[config.mk]
export PLATFORM = sky130hd
export DESIGN_NAME = input_mapper
export DESIGN_NICKNAME = d
export VERILOG_FILES = /design/src/common/arcade_pkg.sv /design/src/input_mapper.sv
export SDC_FILE = /design/constraint.sdc
export NUM_CORES = 1
export LEC_CHECK = 0
export BUFFER_PORTS_ARGS = -buffer_cell sky130_fd_sc_hd__buf_4
export CAP_MARGIN = 10
export CORE_UTILIZATION = 36
export CTS_CLUSTER_SIZE = 20
export DETAILED_ROUTE_END_ITERATION = 10
export GPL_TIMING_DRIVEN = 0
export PLACE_DENSITY = 0.73
export SETUP_SLACK_MARGIN = 0.2
export SYNTH_ARGS = -nofsm -noshare
export SYNTH_HDL_FRONTEND = slang
export SYNTH_SLANG_ARGS = --single-unit
[constraint.sdc]
create_clock -name clk_sys -period 0.9 [get_ports clk_sys]
set_input_delay 0 -clock clk_sys [delete_from_list [all_inputs] [get_ports clk_sys]]
set_output_delay 0 -clock clk_sys [all_outputs]
set_load 0.05 [all_outputs]
[src/common/arcade_pkg.sv]
package arcade_pkg;

	// ==================================================
	// ROM image
	// ==================================================
	typedef logic [14:0] rom_addr_t;   // Byte address into the program ROM
	typedef logic [7:0]  rom_data_t;

	localparam int rom_depth = 32768;

	// ==================================================
	// Audio and video
	// ==================================================
	typedef logic [10:0] sample_t;     // Unsigned core sample
	typedef logic [1:0]  color_in2_t;  // Core red
	typedef logic [2:0]  color_in3_t;  // Core green and blue
	typedef logic [5:0]  color_out_t;

	typedef enum logic [1:0] {
		sl_off,
		sl_25,
		sl_50,
		sl_75
	} scanline_e;

	// ==================================================
	// Controls
	// ==================================================
	typedef logic [8:0] ctrl_t;
	typedef logic [7:0] joy_t;
	typedef logic [7:0] key_code_t;

	localparam int ctrl_up     = 0;
	localparam int ctrl_down   = 1;
	localparam int ctrl_left   = 2;
	localparam int ctrl_right  = 3;
	localparam int ctrl_fire   = 4;
	localparam int ctrl_bomb   = 5;
	localparam int ctrl_coin   = 6;
	localparam int ctrl_start1 = 7;
	localparam int ctrl_start2 = 8;

	// Joystick bit positions with 6 and 7 unused
	localparam int joy_right = 0;
	localparam int joy_left  = 1;
	localparam int joy_down  = 2;
	localparam int joy_up    = 3;
	localparam int joy_fire  = 4;
	localparam int joy_bomb  = 5;

	// PS/2 set 2 scan codes
	localparam key_code_t key_up     = 8'h75;
	localparam key_code_t key_down   = 8'h72;
	localparam key_code_t key_left   = 8'h6B;
	localparam key_code_t key_right  = 8'h74;
	localparam key_code_t key_coin   = 8'h76;  // ESC
	localparam key_code_t key_start1 = 8'h05;  // F1
	localparam key_code_t key_start2 = 8'h06;  // F2
	localparam key_code_t key_fire   = 8'h29;  // Space
	localparam key_code_t key_bomb   = 8'h11;  // Alt

endpackage

[src/input_mapper.sv]
module input_mapper (
	input  logic                  clk_sys,
	input  logic                  rst_n,

	input  logic                  key_strobe,
	input  logic                  key_pressed,
	input  arcade_pkg::key_code_t key_code,

	input  arcade_pkg::joy_t      joystick_0,
	input  arcade_pkg::joy_t      joystick_1,
	input  logic                  rotate,

	output arcade_pkg::ctrl_t     controls
);

	// Keyboard button state
	logic btn_up;
	logic btn_down;
	logic btn_left;
	logic btn_right;
	logic btn_fire;
	logic btn_bomb;
	logic btn_coin;
	logic btn_start1;
	logic btn_start2;

	// Merged directions before rotation
	logic m_up;
	logic m_down;
	logic m_left;
	logic m_right;

	// ==================================================
	// Key latches
	// ==================================================
	always_ff @(posedge clk_sys) begin
		if (!rst_n) begin
			btn_up     <= 1'b0;
			btn_down   <= 1'b0;
			btn_left   <= 1'b0;
			btn_right  <= 1'b0;
			btn_fire   <= 1'b0;
			btn_bomb   <= 1'b0;
			btn_coin   <= 1'b0;
			btn_start1 <= 1'b0;
			btn_start2 <= 1'b0;
		end else if (key_strobe) begin
			case (key_code)
				arcade_pkg::key_up:     btn_up     <= key_pressed;
				arcade_pkg::key_down:   btn_down   <= key_pressed;
				arcade_pkg::key_left:   btn_left   <= key_pressed;
				arcade_pkg::key_right:  btn_right  <= key_pressed;
				arcade_pkg::key_fire:   btn_fire   <= key_pressed;
				arcade_pkg::key_bomb:   btn_bomb   <= key_pressed;
				arcade_pkg::key_coin:   btn_coin   <= key_pressed;
				arcade_pkg::key_start1: btn_start1 <= key_pressed;
				arcade_pkg::key_start2: btn_start2 <= key_pressed;
				default: ;   // Other keys ignored
			endcase
		end
	end

	// ==================================================
	// Merge and rotation
	// ==================================================
	assign m_up    = btn_up | joystick_0[arcade_pkg::joy_up] | joystick_1[arcade_pkg::joy_up];
	assign m_down  = btn_down | joystick_0[arcade_pkg::joy_down] |
	                 joystick_1[arcade_pkg::joy_down];
	assign m_left  = btn_left | joystick_0[arcade_pkg::joy_left] |
	                 joystick_1[arcade_pkg::joy_left];
	assign m_right = btn_right | joystick_0[arcade_pkg::joy_right] |
	                 joystick_1[arcade_pkg::joy_right];

	always_comb begin
		controls = '0;
		// Rotated cabinet turns the stick a quarter turn
		controls[arcade_pkg::ctrl_up]     = rotate ? m_left  : m_up;
		controls[arcade_pkg::ctrl_down]   = rotate ? m_right : m_down;
		controls[arcade_pkg::ctrl_left]   = rotate ? m_down  : m_left;
		controls[arcade_pkg::ctrl_right]  = rotate ? m_up    : m_right;
		controls[arcade_pkg::ctrl_fire]   = btn_fire | joystick_0[arcade_pkg::joy_fire] |
		                                    joystick_1[arcade_pkg::joy_fire];
		controls[arcade_pkg::ctrl_bomb]   = btn_bomb | joystick_0[arcade_pkg::joy_bomb] |
		                                    joystick_1[arcade_pkg::joy_bomb];
		controls[arcade_pkg::ctrl_coin]   = btn_coin;
		controls[arcade_pkg::ctrl_start1] = btn_start1;
		controls[arcade_pkg::ctrl_start2] = btn_start2;
	end

endmodule

### After elaboration in Yosys (flattened, before gate mapping)

Cells that the tools add are included.

* bits in latches: 0
* output and inout bits: 9
* bits in read-only memories: 0
* word-level logic and storage cells: 43
* memories: 0
* register bits after elaboration: 9
* input port bits: 29
* bits in writable memories: 0

* order comparisons: 0
* reduce and logical (&&, ||, !) cells: 9
* mux-type cells: 4
* add/sub/neg operators: 0
* shift operators: 0
* multipliers: 0
* eq/ne operators: 9
* bitwise logic cells: 12
* divide/modulo/power cells: 0

Operator list (count)
* $eq 8x7->1 const B: 5
* $reduce_and 2->1: 9
* $eq 8x3->1 const B: 2
* $or 1x1->1: 12
* $eq 8x5->1 const B: 1
* $eq 8x6->1 const B: 1
* $mux 1: 4

### Depth between registers and ports, before layout

* depth in word-level cells: 3
* depth in mapped cells: 3
* gate-level depth less buffers: 3

### Worst setup path after synthesis

Ideal clock, no wire load.

* path type: register to output
* from: register btn_left
* to: output port controls[0]
* data arrival time: 1.177 ns
* buffers on the path: 0
* stages on the path, launching flop included: 3
* required time: 0.900 ns
* setup slack: -0.277 ns
* path through: dfxtp_1 -> nor3_1 -> mux2i_1

* cells in the longest elaborated chain, start to end: 3

RTL lines
* start, declared: RTL line input_mapper.sv:19 `logic btn_left;`
* start signal, assigned: RTL line input_mapper.sv:51 `arcade_pkg::key_left: btn_left <= key_pressed;`
* $or 1x1->1 (2 in series): RTL line input_mapper.sv:69 `assign m_left = btn_left | joystick_0[arcade_pkg::joy_left] |`
* $mux 1: RTL line input_mapper.sv:77 `controls[arcade_pkg::ctrl_up] = rotate ? m_left : m_up;`
* end, declared: RTL line input_mapper.sv:13 `output arcade_pkg::ctrl_t controls`

Every way passes these cells.

### Worst setup path in the final report

* from: register btn_right
* to: output port controls[3]

* cells in the longest elaborated chain, start to end: 3

RTL lines
* start, declared: RTL line input_mapper.sv:20 `logic btn_right;`
* start signal, assigned: RTL line input_mapper.sv:52 `arcade_pkg::key_right: btn_right <= key_pressed;`
* $or 1x1->1 (2 in series): RTL line input_mapper.sv:71 `assign m_right = btn_right | joystick_0[arcade_pkg::joy_right] |`
* $mux 1: RTL line input_mapper.sv:80 `controls[arcade_pkg::ctrl_right] = rotate ? m_up : m_right;`

Every way passes these cells.

==> metrics.yaml <==
slowest_delay_ps: 330
period_needed_ps: 1100
crit_buf_inv: 1
worstSkewPairLatency_ps: 270
grt_pass1_vias: 657
synth-adder-area-share_pct: 0
whs_endpoint: "btn_right"
synth-compound-area-share_pct: 6.18
first_pass_iters: 4
irDropWorstVdd_mv: 1.04
antenna_found_initial: 0
die-area_mm2: 0.00174
start_kind: "register"
synthFlopType: "dfxtp_1"
fin_tns_setup_ps: -1090
rrSetupSlack_ps: 220
rsz0062_at_grt: "yes"
htree_levels: 1
worst_slew_pin_slew_ps: 347
core_area_mm2: 0.00138
cts_hold_buf: 0
critical_path_peak_fanout: 2
area_growth_pct: 97.8
nNetsFinal: 130
place.gp.congestion: 0.749
clock_skew_ps: 0
crit_type: "reg2out"
grt_max_degree: 11
async_flop_share_pct: 0
reg2reg_from: "btn_right"
ys_seq_area_share_pct: 31.8
dpl.hpwl_mm: 1.20
layout_commonest_cell: "buf_4"
power_leakage_uw: 0.000453
syn_inst: 62
violations: "negative setup slack"
overflow: 0
period_share_pct: 122
antenna_left: 0
antenna_cells: 0
netlist_area_um2: 567
syn-num-nets: 91
grt.total_usage_pct: 22.2
end_kind: "primary output"
power_uw: 1090
syn_area_per_cell_um2: 9.14
maxSlewViolCount: 0
power_density_mw_per_mm2: 970
fin_cells: 115
cp.arrival_ps: 1100
worst_slack_ps: -197
hp-start: "key_code[1]"
routed_wl_mm: 1.74
finalHoldViolCount: 0
rows: 13
vias: 663
cp.required_ps: 900
muxShareOfSynthArea_pct: 19.4
synthSimpleGateAreaFrac_pct: 37.1
routed_via_density: 5.77
drc: 0
timing.rr.end: "btn_right"
num_io_pins: 38
ys_ff_latch: 9
cts-root-buf: "clkbuf_4"
clockBufferDepth: 2
holdCritPathClass: "in2reg"
wl_per_cell_um: 15.1
grt_pass1_wl_mm: 2.90
port-buffer-count: 31
crit_family: "flip-flops"
cts.clk_slew.worst_paths_ps: 60
r2r_cells: 3
timing.fmax_mhz: 912
start_util_pct: 41.0
whs_path_depth: 3
die_x_um: 41.7
cts_sinks: 9
cts_buffers: 3
pre_cts_slack_ps: -244
crit_chain: "nor3_4, mux2i_4, buf_6"
hold_ws_ps: 25.9
status: "finished, violations left"
setup_viol_count_final: 6
synth_edf_count: 0
synth_cell_types: 24
synth-xor-area-share_pct: 0
drtIter0Drc: 23
yosysWarnings: 0
synth_top_family_by_area: "simple AND/OR/NAND/NOR gates"
critPathSlowestCell: "dfxtp_2"
die_h_um: 41.7
cts_tree: "done"
drive_gt1_share_pct: 70.0
drv_cap: 0
layout_common_cells: "buf_4 (23), buf_6 (9), nand2_1 (7), mux2i_1 (7), dfxtp_2 (7)"
dp.cells: 108
slew_headroom_pct: 76.7
[stage by stage]
stage	utilization, %	area [um^2]
after floorplan	-	681
after global placement	67.4	932
after detailed placement	67.4	932
after CTS	75.8	1050
after global routing	81.1	1120
final	81.1	1120
[worst max-delay path by stage]
stage,from,endpoint,slack [ps],cells past startpoint
after CTS,btn_right,controls[3],-200,3
after detailed placement,key_code[3],btn_bomb,-240,4
after global placement,key_code[3],btn_bomb,-220,4
after floorplan,key_code[3],btn_bomb,-50,3
after global routing,btn_down,controls[2],-220,3
final,btn_right,controls[3],-200,3
[logic make-up (layout without fill, tap and decap cells)]
group | count (synthesis) | in the layout
AOI/OAI and AO/OA | 4 | 4
buffers and inverters | 5 | 43
DFF | 9 | 9
muxes | 11 | 11
and+or+nand+nor | 33 | 33
[synthesized netlist by cell type, types with 2 or more instances]
cell / n / area [um^2]
mux2i_1: 11 / 110
dfxtp_1: 9 / 180
nand2_1: 8 / 30.0
nor3_1: 4 / 20.0
buf_4: 3 / 22.5
nand3_1: 3 / 15.0
nor4_1: 3 / 18.8
nand3b_1: 2 / 15.0
o311ai_1: 2 / 17.5
o41ai_1: 2 / 17.5
or3_1: 2 / 12.5
[routing by layer]
layer  vias up  share of wire, %  track usage, %  wire length (um)
li1        314                 -               -                 -
met1       309                39            25.3               685
met2        33                50            38.8               879
met3         7               7.1            5.22               124
met4         0               3.0            9.68                53
met5         -                 0               0                 0
[repair_timing]
action	in CTS	in global routing
pin swaps	1	2
setup endpoints to repair	11	12
gates resized for setup	24	9
buffers inserted	0	3
[where the power goes]
part / switching, uW / internal [uW]
clock: 151 / 172
combinational: 190 / 179
sequential: 0.418 / 396
total: 341 / 746
[registers in the layout, summed over array words and instances, names as in the netlist]
name        cells
btn_coin        1
btn_right       1
btn_down        1
btn_left        1
btn_bomb        1
btn_start1      1
btn_fire        1
btn_up          1
btn_start2      1
[layout make-up]
class,count,area [um^2]
plain buffers,5,46.3
fillers,94,262
flip-flops and latches,9,193
clock buffers,4,26.3
repair buffers,34,323
well taps,15,18.8
multi-input cells,48,514
[worst register-to-register path, stage by stage (launching register included)]
cell and delay, ps:
dfxtp_2 330, buf_4 130, nand2_1 50, mux2i_1 60
No activity file was read; power rests on OpenSTA's default activity.
