<file path="src/common/arcade_pkg.sv">
package arcade_pkg;

	// ==================================================
	// ROM image
	// ==================================================
	typedef logic [14:0] rom_addr_t;   // Byte address into the program ROM
	typedef logic [7:0]  rom_data_t;

	localparam int rom_depth = 32768;

	// ==================================================
	// Audio and video
	// ==================================================
	typedef logic [10:0] sample_t;     // Unsigned core sample
	typedef logic [1:0]  color_in2_t;  // Core red
	typedef logic [2:0]  color_in3_t;  // Core green and blue
	typedef logic [5:0]  color_out_t;

	typedef enum logic [1:0] {
		sl_off,
		sl_25,
		sl_50,
		sl_75
	} scanline_e;

	// ==================================================
	// Controls
	// ==================================================
	typedef logic [8:0] ctrl_t;
	typedef logic [7:0] joy_t;
	typedef logic [7:0] key_code_t;

	localparam int ctrl_up     = 0;
	localparam int ctrl_down   = 1;
	localparam int ctrl_left   = 2;
	localparam int ctrl_right  = 3;
	localparam int ctrl_fire   = 4;
	localparam int ctrl_bomb   = 5;
	localparam int ctrl_coin   = 6;
	localparam int ctrl_start1 = 7;
	localparam int ctrl_start2 = 8;

	// Joystick bit positions with 6 and 7 unused
	localparam int joy_right = 0;
	localparam int joy_left  = 1;
	localparam int joy_down  = 2;
	localparam int joy_up    = 3;
	localparam int joy_fire  = 4;
	localparam int joy_bomb  = 5;

	// PS/2 set 2 scan codes
	localparam key_code_t key_up     = 8'h75;
	localparam key_code_t key_down   = 8'h72;
	localparam key_code_t key_left   = 8'h6B;
	localparam key_code_t key_right  = 8'h74;
	localparam key_code_t key_coin   = 8'h76;  // ESC
	localparam key_code_t key_start1 = 8'h05;  // F1
	localparam key_code_t key_start2 = 8'h06;  // F2
	localparam key_code_t key_fire   = 8'h29;  // Space
	localparam key_code_t key_bomb   = 8'h11;  // Alt

endpackage

</file>
<file path="src/common/rom_if.sv">
interface rom_if;

	logic                  we;
	logic                  rd;
	arcade_pkg::rom_addr_t addr;
	arcade_pkg::rom_data_t wdata;
	arcade_pkg::rom_data_t rdata;

	// Address, strobes and write data come from the loader
	modport loader (
		output we,
		output rd,
		output addr,
		output wdata,
		input  rdata
	);

	modport store (
		input  we,
		input  rd,
		input  addr,
		input  wdata,
		output rdata
	);

endinterface

</file>
<file path="src/rom_loader/rom_loader.sv">
module rom_loader (
	input  logic                  clk_sys,
	input  logic                  rst_n,

	input  logic                  dl_active,
	input  logic                  dl_wr,
	input  arcade_pkg::rom_addr_t dl_addr,
	input  arcade_pkg::rom_data_t dl_data,

	input  logic                  cpu_rom_rd,
	input  arcade_pkg::rom_addr_t cpu_rom_addr,
	output arcade_pkg::rom_data_t cpu_rom_data,
	output logic                  cpu_rom_valid,

	input  logic                  reset_req,
	output logic                  rom_loaded,
	output logic                  game_reset,

	rom_if.loader                 bus
);

	logic dl_active_q;   // Previous dl_active
	logic dl_done;       // Registered falling edge of dl_active

	// ==================================================
	// Memory port steering
	// ==================================================
	// Download owns the port for the whole transfer
	assign bus.addr  = dl_active ? dl_addr : cpu_rom_addr;
	assign bus.wdata = dl_data;
	assign bus.we    = dl_active & dl_wr;
	assign bus.rd    = !dl_active & cpu_rom_rd;   // Core reads dropped during download

	assign cpu_rom_data = bus.rdata;

	// Store answers one edge after the strobe
	always_ff @(posedge clk_sys) begin
		if (!rst_n) begin
			cpu_rom_valid <= 1'b0;
		end else begin
			cpu_rom_valid <= bus.rd;
		end
	end

	// ==================================================
	// Load tracking and game reset
	// ==================================================
	always_ff @(posedge clk_sys) begin
		if (!rst_n) begin
			dl_active_q <= 1'b0;
			dl_done     <= 1'b0;
			rom_loaded  <= 1'b0;
			game_reset  <= 1'b1;
		end else begin
			dl_active_q <= dl_active;
			dl_done     <= dl_active_q & !dl_active;
			if (dl_done) begin
				rom_loaded <= 1'b1;   // Sticky until the next board reset
			end
			// Hold the core while the ROM is missing
			game_reset <= reset_req | !rom_loaded;
		end
	end

endmodule

</file>
<file path="src/flat_wrapper.sv">
// flat-port wrapper written by rule: the top's interface ports become plain ports
module rom_loader_flat 
  (clk_sys, rst_n, dl_active, dl_wr, dl_addr, dl_data, cpu_rom_rd, cpu_rom_addr, cpu_rom_data, cpu_rom_valid, reset_req, rom_loaded, game_reset, bus_we, bus_rd, bus_addr, bus_wdata, bus_rdata);
  rom_if bus_i ();
  input  logic clk_sys;
  input  logic rst_n;
  input  logic dl_active;
  input  logic dl_wr;
  input  arcade_pkg::rom_addr_t dl_addr;
  input  arcade_pkg::rom_data_t dl_data;
  input  logic cpu_rom_rd;
  input  arcade_pkg::rom_addr_t cpu_rom_addr;
  output arcade_pkg::rom_data_t cpu_rom_data;
  output logic cpu_rom_valid;
  input  logic reset_req;
  output logic rom_loaded;
  output logic game_reset;
  output wire logic [$bits(bus_i.we)-1:0] bus_we;
  output wire logic [$bits(bus_i.rd)-1:0] bus_rd;
  output wire logic [$bits(bus_i.addr)-1:0] bus_addr;
  output wire logic [$bits(bus_i.wdata)-1:0] bus_wdata;
  input wire logic [$bits(bus_i.rdata)-1:0] bus_rdata;
  assign bus_we = bus_i.we;
  assign bus_rd = bus_i.rd;
  assign bus_addr = bus_i.addr;
  assign bus_wdata = bus_i.wdata;
  assign bus_i.rdata = bus_rdata;
  rom_loader u_core (.clk_sys(clk_sys), .rst_n(rst_n), .dl_active(dl_active), .dl_wr(dl_wr), .dl_addr(dl_addr), .dl_data(dl_data), .cpu_rom_rd(cpu_rom_rd), .cpu_rom_addr(cpu_rom_addr), .cpu_rom_data(cpu_rom_data), .cpu_rom_valid(cpu_rom_valid), .reset_req(reset_req), .rom_loaded(rom_loaded), .game_reset(game_reset), .bus(bus_i));
endmodule
</file>
<file path="config.mk">
export PLATFORM = sky130hd
export DESIGN_NAME = rom_loader_flat
export DESIGN_NICKNAME = d
export VERILOG_FILES = /design/src/common/arcade_pkg.sv /design/src/common/rom_if.sv /design/src/rom_loader/rom_loader.sv /design/src/flat_wrapper.sv
export SDC_FILE = /design/constraint.sdc
export NUM_CORES = 1
export LEC_CHECK = 0
export BUFFER_PORTS_ARGS = -buffer_cell sky130_fd_sc_hd__buf_2
export CORE_ASPECT_RATIO = 0.7
export CORE_MARGIN = 4
export CORE_UTILIZATION = 24
export CTS_CLUSTER_DIAMETER = 30
export CTS_CLUSTER_SIZE = 12
export DETAILED_ROUTE_END_ITERATION = 6
export GPL_ROUTABILITY_DRIVEN = 1
export HOLD_SLACK_MARGIN = 0.15
export PLACE_DENSITY = 0.82
export SLEW_MARGIN = 10
export SYNTH_ARGS = -nofsm -noshare
export SYNTH_HDL_FRONTEND = slang
export SYNTH_SLANG_ARGS = --single-unit
</file>
<file path="constraint.sdc">
create_clock -name clk_sys -period 0.8 [get_ports clk_sys]
set_clock_uncertainty 0.1 [all_clocks]
set_input_delay 0.08 -clock clk_sys [delete_from_list [all_inputs] [get_ports clk_sys]]
set_output_delay 0.08 -clock clk_sys [all_outputs]
set_load 0.01 [all_outputs]
</file>
### Yosys cells after proc, flatten, opt, wreduce, memory -nomap -nowiden

Cells that the tools add are included.

* multiplexer cells: 1
* bitwise gates (word level): 4
* reduce and logical (&&, ||, !) cells: 2

Operators with widths (number)
* two-way mux 15 bit: 1
* bitwise AND 1 bit: 3
* zero test 1 bit: 2
* OR 1 bit: 1

* logic and storage cells: 12
* register bits: 5
* input bits: 52

### Depth between registers and ports, before layout

Gate-level depths: netlist of the first run.

* word-level depth: 2
* depth in mapped cells: 2
* depth with buffers taken out: 1

### Least setup slack after synthesis of the first run

Ideal clock, no wire load.

* path type: input to output
* start point: input port dl_active
* end point: output port bus_addr[0]
* path slack: 0.079 ns
* path buffers: 1
* arrival: 0.541 ns
* required time: 0.620 ns
* stages on the path: 2
* cell sequence: buf_6 > mux2_4

* cells in the longest elaborated chain, start to end: 1

RTL lines
* from (decl): line flat_wrapper.sv:7 `input logic dl_active;`
* two-way mux 15 bit: line rom_loader.sv:29 `assign bus.addr = dl_active ? dl_addr : cpu_rom_addr;`
* to (decl): line flat_wrapper.sv:20 `output wire logic [$bits(bus_i.addr)-1:0] bus_addr;`

No other way between the ends.

### Worst setup path after layout of the first run

* start point: input port dl_active
* end point: output port bus_addr[6]

The elaborated chain is that of the path after synthesis.

==> results of run 1 <==
-- sequential cells by signal, summed over array words and instances, names as in the netlist --
register and count:
u_core.dl_done 1, u_core.cpu_rom_valid 1, u_core.rom_loaded 1, u_core.game_reset 1, u_core.dl_active_q 1
-- routing by layer --
layer	global-route usage, %	share of wire, %	wire length [um]	vias to the layer above
met2	23.9	61	1100	39
met3	5.02	9.4	170	0
li1	-	-	-	263
met5	0	0	0	-
met4	1.29	0	0	0
met1	9.17	29	531	248
-- worst max-delay path, delay by kind of cell --
kind,cells,cell delay (ns)
buffers and inverters,3,0.38
multiplexers,1,0.30
-- cell type report --
class / count / area [um^2]
Tap cell: 22 / 27.5
Clock buffer: 4 / 26.3
Fill cell: 180 / 821
Sequential cell: 5 / 103
Timing Repair Buffer: 77 / 698
Multi-Input combinational cell: 22 / 277
-- path summary, 6_finish.rpt --
check	from	endpoint	slack, ns	cells after the start
worst min-delay path	reset_req	u_core.game_reset	-0.07	2
worst max-delay path	dl_active	bus_addr[6]	-0.14	4
worst max register to register	u_core.rom_loaded	u_core.rom_loaded	0.02	2
worst min register to register	u_core.dl_done	u_core.rom_loaded	0.33	1
-- stage by stage --
step           setup slack, ns  hold slack (ns)
2_1_floorplan           0.0789           0.0631
3_3_place_gp            -0.175           0.0601
3_5_place_dp            -0.187           0.0601
4_1_cts                 -0.135          -0.0721
5_1_grt                 -0.150          -0.0737
6_report                -0.137          -0.0699
-- placed cells by master (no fill, tap or decap), types with 3 or more instances in the layout --
cell and instances:
buf_2 37, dlymetal6s4s_1 16, dfxtp_1 3, mux2_4 15
clkbuf_4 3, buf_6 18
-- timing repair --
item	in CTS	in global routing
cloned	2	0
resized for setup	24	18
setup endpoints to repair	20	37
buffers inserted	2	0
pin swaps	1	0
hold endpoints to repair	21	5
-- power by group through the flow --
stage / sequential (uW) / clock, uW / combinational (uW)
final: 262 / 287 / 578
after global placement: 265 / 0 / 337
after floorplan: 267 / 0 / 260
after detailed placement: 265 / 0 / 344
after global routing: 263 / 325 / 611
after CTS: 262 / 291 / 570
-- logic make-up (layout without fill, tap and decap cells) --
| family | count (synthesis) | in the layout | share of synthesized area (%) |
|---|---|---|---|
| buf+inv | 18 | 81 | 27.5 |
| mux | 15 | 15 | 43.4 |
| simple gates | 6 | 6 | 8.44 |
| flops | 5 | 5 | 19.3 |
| compound gates | 1 | 1 | 1.45 |
==> flow_metrics.py, run 1 <==
metrics = {
    "run_status": {
        "status": "finished, violations left",
        "violations": "hold timing, setup timing",
    },
    "setup_path": {
        "worstPathMaxFanout": 8,
        "crit_path_top_delay_cell": "mux2_4",
        "crit_type": "input port to output port",
        "crit_required_ns": 0.62,
        "endpoint_kind": "output port",
        "slowest_delay_ns": 0.30,
        "cp.arrival_ns": 0.76,
        "crit_chain": "buf_12 -> buf_16 -> mux2_4 -> buf_6",
        "critPathLaunchType": "input port",
    },
    "synthesis": {
        "synth_area_leaders": "mux2_4 (43%), buf_4 (23%), dfxtp_1 (19%)",
        "synthTopCellsByCount": "buf_4 (16), mux2_4 (15), dfxtp_1 (5)",
        "syn_area_per_cell_um2": 11.5,
        "syn_inst": 45,
        "synth_top_flop_cell": "dfxtp_1",
        "yosys_warnings": 0,
        "ys_ff_latch": 5,
        "postSynth.asyncResetShare_pct": 0,
        "synth_cell_types": 9,
        "yosys.area.top_type": "mux2_4",
        "ys_seq_area_share_pct": 19.3,
        "syn-num-nets": 97,
        "syn_area_um2": 519,
        "synth_top_area_share_pct": 43.4,
        "synth_edf_count": 0,
        "synth_most_common_cell": "buf_4",
    },
    "timing": {
        "fin_crit_sh_pct": 117,
        "rsz0062_at_grt": "yes",
        "setup_viol": 20,
        "hold_ws_ns": -0.0699,
        "setup_ws_ns": -0.137,
        "relSlewSlack_pct": 89.7,
        "worst_pin_slew_ns": 0.155,
        "fin_setup_tns_ns": -2.22,
        "finalHoldViolCount": 3,
        "max_freq_ghz": 1.07,
        "maxSlewViolCount": 0,
        "fin_crit_ns": 0.937,
    },
    "clock_network": {
        "clockBufferDepth": 2,
        "cts_tree": "done",
        "path_clk_slew_ns": 0.04,
        "worstSkewPairLatency_ns": 0.24,
        "h-tree-depth": 1,
        "cts_made_buffers": 3,
        "cts.sinks": 5,
        "holdBufCountCts": 16,
        "root_buffer": "clkbuf_4",
    },
    "route": {
        "first_pass_iters": 2,
        "via_per_inst": 4.23,
        "drc_errors": 0,
        "ant_nets": 0,
        "routed_wl_um": 1810,
        "wl_per_cell_um": 13.9,
        "vias": 550,
        "drt-initial-drc-count": 5,
    },
    "pwr": {
        "clock_power_share_pct": 25.4,
        "intPower_uw": 837,
        "power_density_nw_per_um2": 996,
        "power.switching_uw": 290,
        "swShare_pct": 25.7,
        "total_leakage_power_uw": 0.000724,
        "p_total_uw": 1130,
        "max-vdd-ir-drop_mv": 0.440,
        "comb_power_share_pct": 51.3,
        "seqPwrFrac_pct": 23.3,
    },
    "cells_and_area": {
        "final_nets": 161,
        "fin_area_um2": 1130,
        "diodes": 0,
        "stdcell_count": 130,
        "final_core_util_pct": 57.9,
        "drive_above_1_share_pct": 75.0,
        "syn_to_final_growth_pct": 118,
    },
    "placement": {
        "routabilityCongestion": 0.665,
        "dp.cells": 106,
        "placed_cell_area_um2": 707,
        "io_buffers": 55,
    },
    "grt": {
        "grt_pass1_vias": 590,
        "grt_max_degree": 9,
        "grt_antenna_before_repair": 0,
        "grt_pass1_wl_um": 2470,
        "overflow": 0,
        "grt_use_total_pct": 10.7,
    },
    "die": {
        "core-area_um2": 1950,
        "initial_core_util_pct": 26.6,
        "die_w_um": 63.6,
        "rows": 13,
        "num_io_pins": 88,
        "dieHeight_um": 46.9,
        "die_area_um2": 2980,
    },
    "job": {
        "maxCapViolCount": 0,
    },
    "hold_path": {
        "hp-class": "input port to flip-flop",
    },
}
(Power assumes the default switching activity.)
==> run 2, diff against run 1 <==
--- a/config.mk
+++ b/config.mk
@@ -5,7 +5,7 @@
 export SDC_FILE = /design/constraint.sdc
 export NUM_CORES = 1
 export LEC_CHECK = 0
-export BUFFER_PORTS_ARGS = -buffer_cell sky130_fd_sc_hd__buf_2
+export BUFFER_PORTS_ARGS = -buffer_cell sky130_fd_sc_hd__buf_4
 export CORE_ASPECT_RATIO = 0.7
 export CORE_MARGIN = 4
 export CORE_UTILIZATION = 24
@@ -15,6 +15,7 @@
 export GPL_ROUTABILITY_DRIVEN = 1
 export HOLD_SLACK_MARGIN = 0.15
 export PLACE_DENSITY = 0.82
+export SKIP_LAST_GASP = 1
 export SLEW_MARGIN = 10
 export SYNTH_ARGS = -nofsm -noshare
 export SYNTH_HDL_FRONTEND = slang
==> run 2 against run 1 <==
Net effect: the flow still finishes with violations (hold timing, setup timing); combinational power increased by 8.0%; sequential power about the same; flip-flop and latch count unchanged; setup slack improved by 0.082 ns; cell count decreased by 0.77%; critical endpoint is now rom_loaded; first-iteration DRC count increased to 2.8 times the previous value; via count decreased by 1.6%; die area unchanged; worst hold slack improved by 0.0067 ns; power increased by 4.9%; cell area increased by 7.5%.
==> flow_metrics.py, run 2 (synthesis results as in run 1) <==
metrics = {
    "run_status": {
        "status": "finished, violations left",
        "violations": "hold timing, setup timing",
    },
    "timing": {
        "finalHoldViolCount": 4,
        "setup_ws_ns": -0.0552,
        "fin_crit_ns": 0.855,
        "relSlewSlack_pct": 88.3,
        "fin_crit_sh_pct": 107,
        "rsz0062_at_grt": "yes",
        "setup_viol": 11,
        "hold_ws_ns": -0.0632,
        "worst_pin_slew_ns": 0.177,
        "maxSlewViolCount": 0,
        "max_freq_ghz": 1.17,
    },
    "grt": {
        "grt_antenna_before_repair": 0,
        "grt_max_degree": 9,
        "grt_use_total_pct": 13.3,
        "overflow": 0,
        "grt_pass1_wl_um": 2990,
        "grt_pass1_vias": 590,
    },
    "placement": {
        "routabilityCongestion": 0.648,
        "placed_cell_area_um2": 832,
        "io_buffers": 55,
        "hpwl_um": 1230,
        "dp.cells": 106,
    },
    "route": {
        "first_pass_iters": 2,
        "highest_layer": "met3",
        "wl_met1_um": 613,
        "wl_per_cell_um": 16.2,
        "ant_nets": 0,
        "drt-initial-drc-count": 14,
        "met2WireLength_um": 1310,
        "via_per_inst": 4.19,
        "wl_met3_um": 166,
        "routed_wl_um": 2090,
        "drc_errors": 0,
        "vias": 541,
    },
    "setup_path": {
        "crit_type": "flip-flop to output port",
        "slowest_delay_ns": 0.32,
        "crit_required_ns": 0.62,
        "r2r_start": "u_core.rom_loaded",
        "worstReg2RegEnd": "u_core.rom_loaded",
        "worstPathMaxFanout": 2,
        "endpoint_kind": "output port",
        "worst-path-stages": 1,
        "crit_start": "u_core.rom_loaded",
        "r2r_setup_slack_ns": -0.02,
        "critPathLaunchType": "flip-flop",
        "crit_buf_inv": 1,
        "path_delay_family": "flip-flops",
        "worst_r2r_path_depth": 2,
        "cp.arrival_ns": 0.68,
        "crit_path_top_delay_cell": "dfxtp_2",
        "crit_chain": "buf_6",
    },
    "die": {
        "dieHeight_um": 46.9,
        "core-area_um2": 1950,
        "die_w_um": 63.6,
        "initial_core_util_pct": 26.6,
        "die_area_um2": 2980,
        "num_io_pins": 88,
        "rows": 13,
    },
    "cells_and_area": {
        "final_nets": 160,
        "syn_to_final_growth_pct": 134,
        "seq_area_um2": 104,
        "drive_above_1_share_pct": 75.7,
        "layout_common_cells": "buf_4 (38), buf_6 (19), dlymetal6s4s_1 (16)",
        "fin_area_um2": 1220,
        "diodes": 0,
        "stdcell_count": 129,
        "multi_input_area_um2": 277,
        "fillers": 163,
        "final_core_util_pct": 62.3,
        "final_common_cell": "buf_4",
    },
    "clock_network": {
        "cts_tree": "done",
        "h-tree-depth": 1,
        "cts_made_buffers": 3,
        "holdBufCountCts": 16,
        "path_clk_slew_ns": 0.04,
        "clockBufferDepth": 2,
        "cts.sinks": 5,
        "root_buffer": "clkbuf_4",
        "worstSkewPairLatency_ns": 0.24,
    },
    "hold_path": {
        "hp-class": "input port to flip-flop",
        "holdPathEnd": "u_core.game_reset",
        "hold_depth": 2,
        "hold_path_startpoint": "reset_req",
    },
    "pwr": {
        "total_leakage_power_uw": 0.000750,
        "max-vdd-ir-drop_mv": 0.422,
        "p_total_uw": 1180,
        "power_density_nw_per_um2": 972,
    },
    "job": {
        "maxCapViolCount": 0,
    },
}
run 2: final cells by class:
| class | count | area share [%] |
|---|---|---|
| clock buffers | 4 | 2.16 |
| multi-input cells | 22 | 22.7 |
| repair buffers | 76 | 64.3 |
| well taps | 22 | 2.26 |
| flip-flops and latches | 5 | 8.54 |
run 2: worst max path at each step:
stage,end
after floorplan,bus_addr[0]
after global placement,bus_addr[0]
after detailed placement,bus_addr[11]
after CTS,rom_loaded
after global routing,rom_loaded
final,rom_loaded
run 2: through the flow:
| stage | hold WS, ns | setup WS [ns] | TNS [ns] |
|---|---|---|---|
| floorplan | 0.0631 | 0.0789 | 0 |
| global placement | 0.0601 | -0.202 | -3.39 |
| detailed placement | 0.0601 | -0.228 | -3.85 |
| CTS | -0.0752 | -0.0572 | -0.954 |
| global route | -0.0534 | -0.0949 | -0.440 |
| finish | -0.0632 | -0.0552 | -0.195 |
run 2: report_power, final:
| group | internal [uW] | switching [uW] |
|---|---|---|
| Combinational | 436 | 188 |
| Clock | 189 | 107 |
| Sequential | 259 | 3.50 |
| Total | 884 | 298 |
run 2: metal layers:
metal	vias to the layer above	global-route usage [%]
met5	-	0
met4	0	3.86
met3	0	4.31
met2	36	28.4
met1	242	12.6
li1	263	-
run 2: repair_timing:
item,CTS,global route
setup endpoints to repair,20,34
setup buffers,1,0
hold endpoints to repair,21,5
resized for setup,25,19
gates cloned,2,0
