$ cat config.mk
export PLATFORM = sky130hd
export DESIGN_NAME = video_out
export DESIGN_NICKNAME = d
export VERILOG_FILES = /design/src/common/arcade_pkg.sv /design/src/video_out.sv
export SDC_FILE = /design/constraint.sdc
export NUM_CORES = 1
export LEC_CHECK = 0
export BUFFER_PORTS_ARGS = -buffer_cell sky130_fd_sc_hd__buf_2
export CAP_MARGIN = 20
export CELL_PAD_IN_SITES_DETAIL_PLACEMENT = 0
export CELL_PAD_IN_SITES_GLOBAL_PLACEMENT = 1
export CORE_MARGIN = 10
export CORE_UTILIZATION = 41
export CTS_CLUSTER_DIAMETER = 150
export DETAILED_ROUTE_END_ITERATION = 16
export PLACE_DENSITY_LB_ADDON = 0.1
export REMOVE_ABC_BUFFERS = 1
export SYNTH_ARGS = -nofsm -noshare
export SYNTH_HDL_FRONTEND = slang
export SYNTH_SLANG_ARGS = --single-unit
$ cat constraint.sdc
create_clock -name clk_sys -period 3.3 [get_ports clk_sys]
set_input_delay 0.165 -clock clk_sys [delete_from_list [all_inputs] [get_ports clk_sys]]
set_output_delay 0.165 -clock clk_sys [all_outputs]
set_load 0.02 [all_outputs]
$ cat src/common/arcade_pkg.sv
package arcade_pkg;

	// ==================================================
	// ROM image
	// ==================================================
	typedef logic [14:0] rom_addr_t;   // Byte address into the program ROM
	typedef logic [7:0]  rom_data_t;

	localparam int rom_depth = 32768;

	// ==================================================
	// Audio and video
	// ==================================================
	typedef logic [10:0] sample_t;     // Unsigned core sample
	typedef logic [1:0]  color_in2_t;  // Core red
	typedef logic [2:0]  color_in3_t;  // Core green and blue
	typedef logic [5:0]  color_out_t;

	typedef enum logic [1:0] {
		sl_off,
		sl_25,
		sl_50,
		sl_75
	} scanline_e;

	// ==================================================
	// Controls
	// ==================================================
	typedef logic [8:0] ctrl_t;
	typedef logic [7:0] joy_t;
	typedef logic [7:0] key_code_t;

	localparam int ctrl_up     = 0;
	localparam int ctrl_down   = 1;
	localparam int ctrl_left   = 2;
	localparam int ctrl_right  = 3;
	localparam int ctrl_fire   = 4;
	localparam int ctrl_bomb   = 5;
	localparam int ctrl_coin   = 6;
	localparam int ctrl_start1 = 7;
	localparam int ctrl_start2 = 8;

	// Joystick bit positions with 6 and 7 unused
	localparam int joy_right = 0;
	localparam int joy_left  = 1;
	localparam int joy_down  = 2;
	localparam int joy_up    = 3;
	localparam int joy_fire  = 4;
	localparam int joy_bomb  = 5;

	// PS/2 set 2 scan codes
	localparam key_code_t key_up     = 8'h75;
	localparam key_code_t key_down   = 8'h72;
	localparam key_code_t key_left   = 8'h6B;
	localparam key_code_t key_right  = 8'h74;
	localparam key_code_t key_coin   = 8'h76;  // ESC
	localparam key_code_t key_start1 = 8'h05;  // F1
	localparam key_code_t key_start2 = 8'h06;  // F2
	localparam key_code_t key_fire   = 8'h29;  // Space
	localparam key_code_t key_bomb   = 8'h11;  // Alt

endpackage

$ cat src/video_out.sv
module video_out (
	input  logic                   clk_sys,
	input  logic                   rst_n,

	input  arcade_pkg::color_in2_t r_in,
	input  arcade_pkg::color_in3_t g_in,
	input  arcade_pkg::color_in3_t b_in,
	input  logic                   hs_in,
	input  logic                   vs_in,
	input  logic                   blank_n,
	input  arcade_pkg::scanline_e  scanlines,

	output arcade_pkg::color_out_t vga_r,
	output arcade_pkg::color_out_t vga_g,
	output arcade_pkg::color_out_t vga_b,
	output logic                   vga_hs,
	output logic                   vga_vs
);

	arcade_pkg::color_in3_t r_wide;   // Red padded to three bits
	arcade_pkg::color_out_t r_pix;
	arcade_pkg::color_out_t g_pix;
	arcade_pkg::color_out_t b_pix;
	logic                   odd_line;

	// Bit replication keeps full white at 6'h3F
	function automatic arcade_pkg::color_out_t widen(input arcade_pkg::color_in3_t c);
		return {c, c};
	endfunction

	function automatic arcade_pkg::color_out_t dim(input arcade_pkg::color_out_t v,
	                                               input arcade_pkg::scanline_e mode);
		case (mode)
			arcade_pkg::sl_25: return v - (v >> 2);
			arcade_pkg::sl_50: return v >> 1;
			arcade_pkg::sl_75: return v >> 2;
			default:           return v;
		endcase
	endfunction

	assign r_wide = {r_in, r_in[1]};

	always_comb begin
		r_pix = widen(r_wide);
		g_pix = widen(g_in);
		b_pix = widen(b_in);
		if (odd_line) begin
			r_pix = dim(r_pix, scanlines);
			g_pix = dim(g_pix, scanlines);
			b_pix = dim(b_pix, scanlines);
		end
		if (!blank_n) begin
			r_pix = '0;
			g_pix = '0;
			b_pix = '0;
		end
	end

	// ==================================================
	// Output registers and line parity
	// ==================================================
	always_ff @(posedge clk_sys) begin
		if (!rst_n) begin
			vga_r    <= '0;
			vga_g    <= '0;
			vga_b    <= '0;
			vga_hs   <= 1'b0;
			vga_vs   <= 1'b0;
			odd_line <= 1'b0;
		end else begin
			vga_r  <= r_pix;
			vga_g  <= g_pix;
			vga_b  <= b_pix;
			vga_hs <= hs_in;
			vga_vs <= vs_in;
			if (vs_in) begin
				odd_line <= 1'b0;   // Every frame starts on an even line
			end else if (hs_in && !vga_hs) begin
				odd_line <= !odd_line;   // vga_hs is last cycle's hs_in
			end
		end
	end

endmodule

# ---- Word-level counts from Yosys, hierarchy flattened
# Cells that the tools add are included.
dict set report totals {
  input_bits 15
  wordCells 24
  ff_bits 21
  out_inout_bits 20
}
dict set report classes {
  reduce_logical 5
  n_bitwise 1
  add_sub_neg 3
  mux 6
  eq_ne 3
}
# op n
set ops {}
lappend ops {{$pmux W6 S3} 3}
lappend ops {{$mux W6} 3}
lappend ops {{$sub A6 B4 Y6} 3}
lappend ops {{$eq A2 B2 Y1 const B} 2}
lappend ops {{$eq A2 B1 Y1 const B} 1}
lappend ops {{$logic_not A1 Y1} 2}
lappend ops {{$reduce_and A2 Y1} 1}
lappend ops {{$reduce_or A2 Y1} 1}
lappend ops {{$logic_and A1 B1 Y1} 1}
lappend ops {{$not A1 Y1} 1}

# ---- Depth between registers and ports, before layout
# Gate-level depths: netlist of run 1.
dict set report depth {
  ltp_word 3
  ltp_mapped 9
  ltp_nobuf 9
}

# ---- Worst setup path before layout of run 1
# Ideal clock, no wire load.
dict set report synth_path {
  path_kind {input port to flip-flop}
  startpoint {in g_in[0]}
  endpoint {reg vga_g[4]}
  path_slack_ns 1.720
  stages 9
  path_buffers 0
  arrival_ns 1.460
  setup_ns 0.119
  required_ns 3.181
  cell_sequence {inv_1 ha_1 inv_1 fa_1 a21o_2 a21oi_1 a21oi_1 o21ai_0 a21oi_1}
}
dict set report synth_via {
  elab_chain_len 3
}
# item line_no
set synth_rtl {}
lappend synth_rtl {{start: declaration} video_out.sv:6} ;# input arcade_pkg::color_in3_t g_in,
lappend synth_rtl {{$sub A6 B4 Y6} video_out.sv:34} ;# arcade_pkg::sl_25: return v - (v >> 2);
lappend synth_rtl {{$pmux W6 S3} video_out.sv:33} ;# case (mode)
lappend synth_rtl {{$mux W6} video_out.sv:47} ;# if (odd_line) begin
lappend synth_rtl {{end signal: assignment} video_out.sv:72} ;# vga_g <= g_pix;
lappend synth_rtl {{end: declaration} video_out.sv:14} ;# output arcade_pkg::color_out_t vga_g,
# Every way passes these cells.
# A chain may end at the register's enable or synchronous reset.

# ---- Worst setup path after layout of run 1
dict set report layout_path {
  startpoint {reg odd_line}
  endpoint {reg vga_b[5]}
}
dict set report layout_via {
  elab_chain_len 1
}
# item line_no
set layout_rtl {}
lappend layout_rtl {{start: declaration} video_out.sv:24} ;# logic odd_line;
lappend layout_rtl {{start signal: assignment} video_out.sv:79} ;# odd_line <= !odd_line;
lappend layout_rtl {{$mux W6} video_out.sv:47}
lappend layout_rtl {{end signal: assignment} video_out.sv:73} ;# vga_b <= b_pix;
lappend layout_rtl {{end: declaration} video_out.sv:15} ;# output arcade_pkg::color_out_t vga_b,
# Every way passes these cells.

==> results of run 1 <==
[area by class of cell]
class	instances	share of cell area [%]
Tap cell	44	3.560
Multi-Input combinational cell	120	54.13
Timing Repair Buffer	34	11.00
Sequential cell	21	27.18
Inverter	10	2.427
Clock buffer	4	1.699
[routing by layer]
metal  track usage [%]  vias to the layer above  share of wire, %  wire length, um
li1                  -                      612                 -                -
met5                 0                        -                 0                0
met4             3.650                        0              0.56               19
met2             18.63                       30                47             1571
met1             13.12                      578                48             1601
met3             3.613                        2               5.1              172
[path summary, 6_finish.rpt]
kind                                from  endpoint  slack, ps  cells past startpoint
worst max-delay path            odd_line  vga_b[5]       1540                      4
worst min-delay path               vs_in  odd_line         20                      2
worst max register to register  odd_line  vga_b[5]       1540                      4
worst min register to register    vga_hs  odd_line        610                      3
[flip-flops by register name (all words and copies together), names as in the netlist]
name      count
vga_r         6
vga_b         6
vga_g         6
vga_vs        1
odd_line      1
vga_hs        1
[cells in the final DEF (no fill, tap or decap), drive strengths merged, types with 4 or more instances in the layout]
master	count
buf	34
dfxtp	21
o21ai	18
nor2	15
a21oi	14
ha	11
inv	10
nand2	10
nor2b	6
nand2b	4
a211oi	4
clkbuf	4
[cells by family (layout without fill, tap and decap cells)]
kind of cell	Yosys count	count (layout)
simple gates	47	47
mux	4	4
buf+inv	17	48
compound gates	51	51
flops	21	21
xor+xnor	5	5
fa+ha+maj	13	13
[power groups by stage]
stage          registers, mW  logic [mW]  clock network, mW
3_3_place_gp           0.277       0.145                  0
3_5_place_dp           0.277       0.146                  0
6_report               0.271       0.146              0.123
2_1_floorplan          0.292      0.0783                  0
4_1_cts                0.271       0.147              0.130
5_1_grt                0.273       0.165              0.139
[critical path, stage by stage (launching register included)]
cell and delay, ps:
dfxtp_1 730, nand2_2 200, or3_1 370, or3_1 310
o21ai_0 80
[synth_stat cells, types with 2 or more instances]
library cell,number
a221oi_1,3
nor2_1,15
or3_1,2
and2_1,3
buf_2,5
a21boi_0,2
inv_1,10
xor2_1,2
a21oi_1,13
dfxtp_1,21
nand2b_1,4
mux2i_1,2
nand2_1,7
xnor2_1,3
fa_1,2
ha_1,11
nor2b_1,6
o21a_1,2
o21ai_0,17
a31oi_1,2
a211oi_1,4
mux2_2,2
nand2_2,3
and3_1,2
==> summary.md, run 1 <==
| Metric | Value |
|---|---|
| Layout Skew | `2.972 ps` |
| Crit share post-route | `53.36%` |
| Fin nets | `218` |
| Leak pwr | `0.7114 nW` |
| Number of synthesized flops with an enable pin | `0` |
| Grt ovf | `0` |
| Multi-input logic area | `837.1 sq um` |
| Fin. Hold Viols | `0` |
| Io pins | `35` |
| Avg Inst Size Synth | `8.457 sq um` |
| Core Util, Final | `50.24%` |
| Slew headroom | `59.24%` |
| Clock Power Share | `22.8%` |
| Starting DRT DRC Count | `79` |
| Max-slew violation count | `0` |
| Crit-path max FO | `17` |
| Place WS | `1409 ps` |
| FMAX | `567.9 MHz` |
| Maximum VDD drop | `0.0001144 V` |
| Critical path class | `reg -> reg` |
| GPL Wtd Cong | `0.7824` |
| CTS clk-pin slew, worst paths | `120 ps` |
| Crit start category | `flip-flop` |
| WL/cell | `14.44 um` |
| Cell Pwr Density | `349.7 nW/um^2` |
| Total CTS buffers | `3` |
| DRC Markers | `0` |
| Final setup vio count | `0` |
| First-pass GRT wire length | `5595 um` |
| Type of the tightest min-delay check | `in -> reg` |
| Share of synthesized registers carrying an async set or reset | `0%` |
| Synth Flop Type | `dfxtp_1` |
| Status | `finished, final reports clean` |
| P_sw | `171.4 uW` |
| Minimum clock period | `1761 ps` |
| # rows | `20` |
| Largest net degree at the start of global routing | `27` |
| # fillers | `317` |
| CTS max path bufs | `2` |
| Placed Area | `1520 sq um` |
| Post-Place Cells | `229` |
| Crit end category | `flip-flop` |
| Top area cells in the synthesized netlist | `dfxtp_1 (31%), ha_1 (10%), o21ai_0 (6.4%)` |
| Combinational share of power | `27.1%` |
| Largest family of logic cells by synthesized area | `compound AO/OA/AOI/OAI gates` |
| Simple-gate share of the synthesized area | `18.07%` |
| Sequential share of the synthesized area | `31.46%` |
| Post-route cell area | `1546 sq um` |
| Power share of the sequential group | `50.2%` |
| Post-synthesis compound-gate area fraction | `24.81%` |
| Core ar. | `3078 sq um` |
| Critical Path AT | `1990 ps` |
| Placed wire-length estimate | `2516 um` |
| Die H | `77.09 um` |
| Syn-to-layout area delta | `15.73%` |
| Synthesized cell area | `1336 sq um` |
| H-tree levels | `1` |
| Power Total | `540.8 uW` |
| Smallest hold slack | `20.16 ps` |
| CTS sink cnt | `21` |
| Worst EP required | `3530 ps` |
| DRT Wirelength | `3364 um` |
| Effective utilization at floorplan | `43.41%` |
| Via count | `1,222` |
| Number of global-route vias before repair | `1,189` |
| Internal power | `369.3 uW` |
| Post-synthesis adder-cell area fraction | `13.30%` |
| Hold_buf cts | `0` |
| Routed Antenna Nets | `0` |
| Fin worst setup slack | `1539 ps` |
| Post-synthesis mux area share | `3.184%` |
| Post-synth top area share | `31.46%` |
| Post-Layout Cell Count | `233` |
| GRT Total Usage | `11.16%` |
| Mapped Cells | `158` |
| Die Width | `77.09 um` |
| FF/Latch Area | `420.4 sq um` |
| Setup TNS | `0 ps` |
| XOR/XNOR Fraction of Synth Area | `3.277%` |
| Warnings from Yosys | `0` |
| Ant. Diodes | `0` |
| Max Cap Viol | `0` |
| CTS tree | `yes` |
| Slew at the pin with the worst max-slew slack | `610.6 ps` |
| Initial antenna violation count | `0` |
| Synth unique cells | `39` |
| Die Area | `5943 sq um` |
| Drt first pass iters | `5` |
| Setup Fix Bufs, Post-CTS | `0` |
| Yosys reg bits | `21` |
| Port buffer count | `34` |
| Latest clock arrival within the worst-skew pair | `300 ps` |
| Clk Tree Root Cell | `clkbuf_4` |
| Layout cells sized above 1 | `24.34%` |
| PostCTS Resize Cnt | `0` |
| Largest area contributor in the netlist | `dfxtp_1` |
| RSZ-0062 raised after global routing | `false` |
| Switching Fraction | `31.70%` |
| Vias per cell | `5.245` |
Power figures use the tool's default switching activity.
==> run 2, diff against run 1 <==
CORE_UTILIZATION = 34   (was 41)
clock period = 1.4 ns   (was 3.3 ns; I/O delays follow)
==> run 2 against run 1 <==
Clock-buffer cell count is the same. Final cell count grew 15%. Core utilization shrank 1.3 points. Combinational power grew to 3.0 times the previous value. Clock skew grew 1.4 ps. Hold slack gained 8.4 ps. Die area grew 15%. Fmax grew 36%. Register-to-register slack lost 1400 ps. Critical path depth is the same. Total power grew to 2.7 times the previous value. Critical endpoint unchanged. Largest cell class unchanged.
==> summary.md, run 2 (same netlist as run 1, synthesis figures left out) <==
| Metric | Value |
|---|---|
| Status | `finished, final reports clean` |
| Internal power | `1.030 mW (+180%)` |
| Hold path cells | `2 (unchanged)` |
| Fin. Hold Viols | `0 (unchanged)` |
| Worst EP required | `1590 ps (-1940 ps)` |
| # rows | `22 (+10%)` |
| Vias per cell | `4.840 (-7.7%)` |
| Type of the tightest min-delay check | `in -> reg` |
| Number of global-route vias before repair | `1,311 (+10%)` |
| CTS max path bufs | `2 (unchanged)` |
| Layout Skew | `4.343 ps (+1.371 ps)` |
| Crit share post-route | `92.30% (+39 points)` |
| Crit-path max FO | `4 (-13)` |
| Cell Pwr Density | `800.6 nW/um^2 (+130%)` |
| Minimum clock period | `1292 ps (-468.6 ps)` |
| Maximum VDD drop | `0.0003125 V (+170%)` |
| WL/cell | `13.46 um (-6.8%)` |
| Clock Power Share | `27.1% (+4.3 points)` |
| Most common cell after layout, fill and taps aside | `buf_2` |
| Crit start category | `flip-flop` |
| Routed Antenna Nets | `0 (unchanged)` |
| Critical path class | `reg -> reg` |
| Port buffer count | `34 (unchanged)` |
| Largest net degree at the start of global routing | `20 (-26%)` |
| Placed wire-length estimate | `2915 um (+16%)` |
| Die Width | `82.69 um (+7.3%)` |
| Slew at the pin with the worst max-slew slack | `531.7 ps (-78.91 ps)` |
| Switching Fraction | `29.79% (-1.9 points)` |
| GRT Total Usage | `11.08% (-0.074 points)` |
| Initial antenna violation count | `0 (unchanged)` |
| DRT Wirelength | `3607 um (+7.2%)` |
| H-tree levels | `1 (unchanged)` |
| Syn-to-layout area delta | `37.17%` |
| Power share of the sequential group | `43.2% (-7.0 points)` |
| FF-to-FF path depth | `4 (unchanged)` |
| Layout cells sized above 1 | `37.73% (+13 points)` |
| First-pass GRT wire length | `6085 um (+8.8%)` |
| Clk Tree Root Cell | `clkbuf_8` |
| Ant. Diodes | `0 (unchanged)` |
| Slew headroom | `64.31% (+5.1 points)` |
| CTS tree | `yes` |
| Total CTS buffers | `3 (unchanged)` |
| Critical Path AT | `1480 ps (-510 ps)` |
| Max-slew violation count | `0 (unchanged)` |
| CTS sink cnt | `21 (unchanged)` |
| Power Total | `1.467 mW (+170%)` |
| RSZ-0062 raised after global routing | `true` |
| Core Util, Final | `48.96% (-1.3 points)` |
| Via count | `1,297 (+6.1%)` |
| Setup Fix Bufs, Post-CTS | `0 (unchanged)` |
| Crit end category | `flip-flop` |
| Io pins | `35 (unchanged)` |
| Core ar. | `3744 sq um (+22%)` |
| Final setup vio count | `0 (unchanged)` |
| Drt first pass iters | `4 (-1)` |
| Most frequent cells in the layout | `buf_2 (34), buf_4 (30), dfxtp_1 (21), o21ai_0 (17), nor2_1 (15)` |
| FMAX | `773.9 MHz (+36%)` |
| Fin nets | `249 (+14%)` |
| CTS clk-pin slew, worst paths | `80 ps (-40 ps)` |
| Max Cap Viol | `0 (unchanged)` |
| P_sw | `437.2 uW (+160%)` |
| Effective utilization at floorplan | `35.70% (-7.7 points)` |
| Die H | `82.69 um (+7.3%)` |
| Die Area | `6838 sq um (+15%)` |
| Leak pwr | `0.8662 nW (+22%)` |
| Combinational share of power | `29.7% (+2.6 points)` |
| Top Registers | `vga_b: 6 flops, vga_g: 6 flops, vga_r: 6 flops` |
| Latest clock arrival within the worst-skew pair | `260 ps (-40 ps)` |
| Grt ovf | `0 (unchanged)` |
| DRC Markers | `0 (unchanged)` |
| Starting DRT DRC Count | `37 (-53%)` |
| GPL Wtd Cong | `0.7707 (-1.5%)` |
| # fillers | `386 (+22%)` |
[run 2: changes by cell type in the layout (fill, tap and decap cells not counted)]
| cell | before | now |
|---|---|---|
| ha_4 | 0 | 1 |
| fa_1 | 2 | 0 |
| inv_1 | 10 | 9 |
| dlygate4sd3_1 | 0 | 1 |
| ha_2 | 0 | 1 |
| buf_4 | 0 | 30 |
| inv_2 | 0 | 1 |
| a21oi_1 | 13 | 11 |
| fa_2 | 0 | 2 |
| a21oi_2 | 1 | 3 |
| clkbuf_4 | 3 | 0 |
| ha_1 | 11 | 9 |
| clkbuf_8 | 0 | 3 |
[run 2: area by class of cell]
type	instances	area (sq um)	share of cell area (%)
multi-input combinational	120	864.6	47.17
timing repair buffer	65	405.4	22.12
clock buffer	4	45.04	2.457
sequential	21	420.4	22.94
tap	48	60.06	3.276
inverter	10	37.54	2.048
[run 2: through the flow]
stage | TNS [ps] | instances | setup WS, ps | instance area (sq um) | hold slack [ps]
global placement | -1229 | 263 | -195.8 | 1750 | 244.1
CTS | 0 | 268 | 16.06 | 1805 | 21.27
global route | -75.52 | 268 | -39.91 | 1833 | 37.07
finish | 0 | 268 | 107.8 | 1833 | 28.55
floorplan | -199.7 | 151 | -85.10 | 1295 | 146.0
detailed placement | -1525 | 263 | -256.3 | 1750 | 255.6
[run 2: worst paths after layout]
check | startpoint | to | slack (ps)
worst max-delay path | odd_line | vga_b[5] | 110
worst min-delay path | hs_in | vga_hs | 30
worst max register to register | odd_line | vga_b[5] | 110
worst min register to register | vga_hs | odd_line | 600
[run 2: routing by layer]
metal / share of wire, % / GRT usage [%]
met1: 44 / 14.75
met2: 48 / 17.05
met4: 0.53 / 3.177
met3: 7.5 / 3.024
met5: 0 / 0
[run 2: repair_timing]
action | 4_1_cts | 5_1_grt
hold buffers | 1 | 0
hold endpoints to repair | 1 | 0
endpoints found under the setup margin | 0 | 5
resized for setup | 0 | 7
[run 2: critical path: stages, from the launching register on]
cell,delay (ps)
dfxtp_1,390
nand2_2,110
or3_1,350
or3_1,310
o21ai_0,70
[run 2: power groups by stage]
stage                     Sequential, mW  Combinational [mW]  Clock [mW]
after floorplan                    0.687               0.185           0
after global placement             0.647               0.419           0
after detailed placement           0.647               0.425           0
after CTS                          0.634               0.429       0.415
after global routing               0.636               0.491       0.445
final                              0.633               0.436       0.398
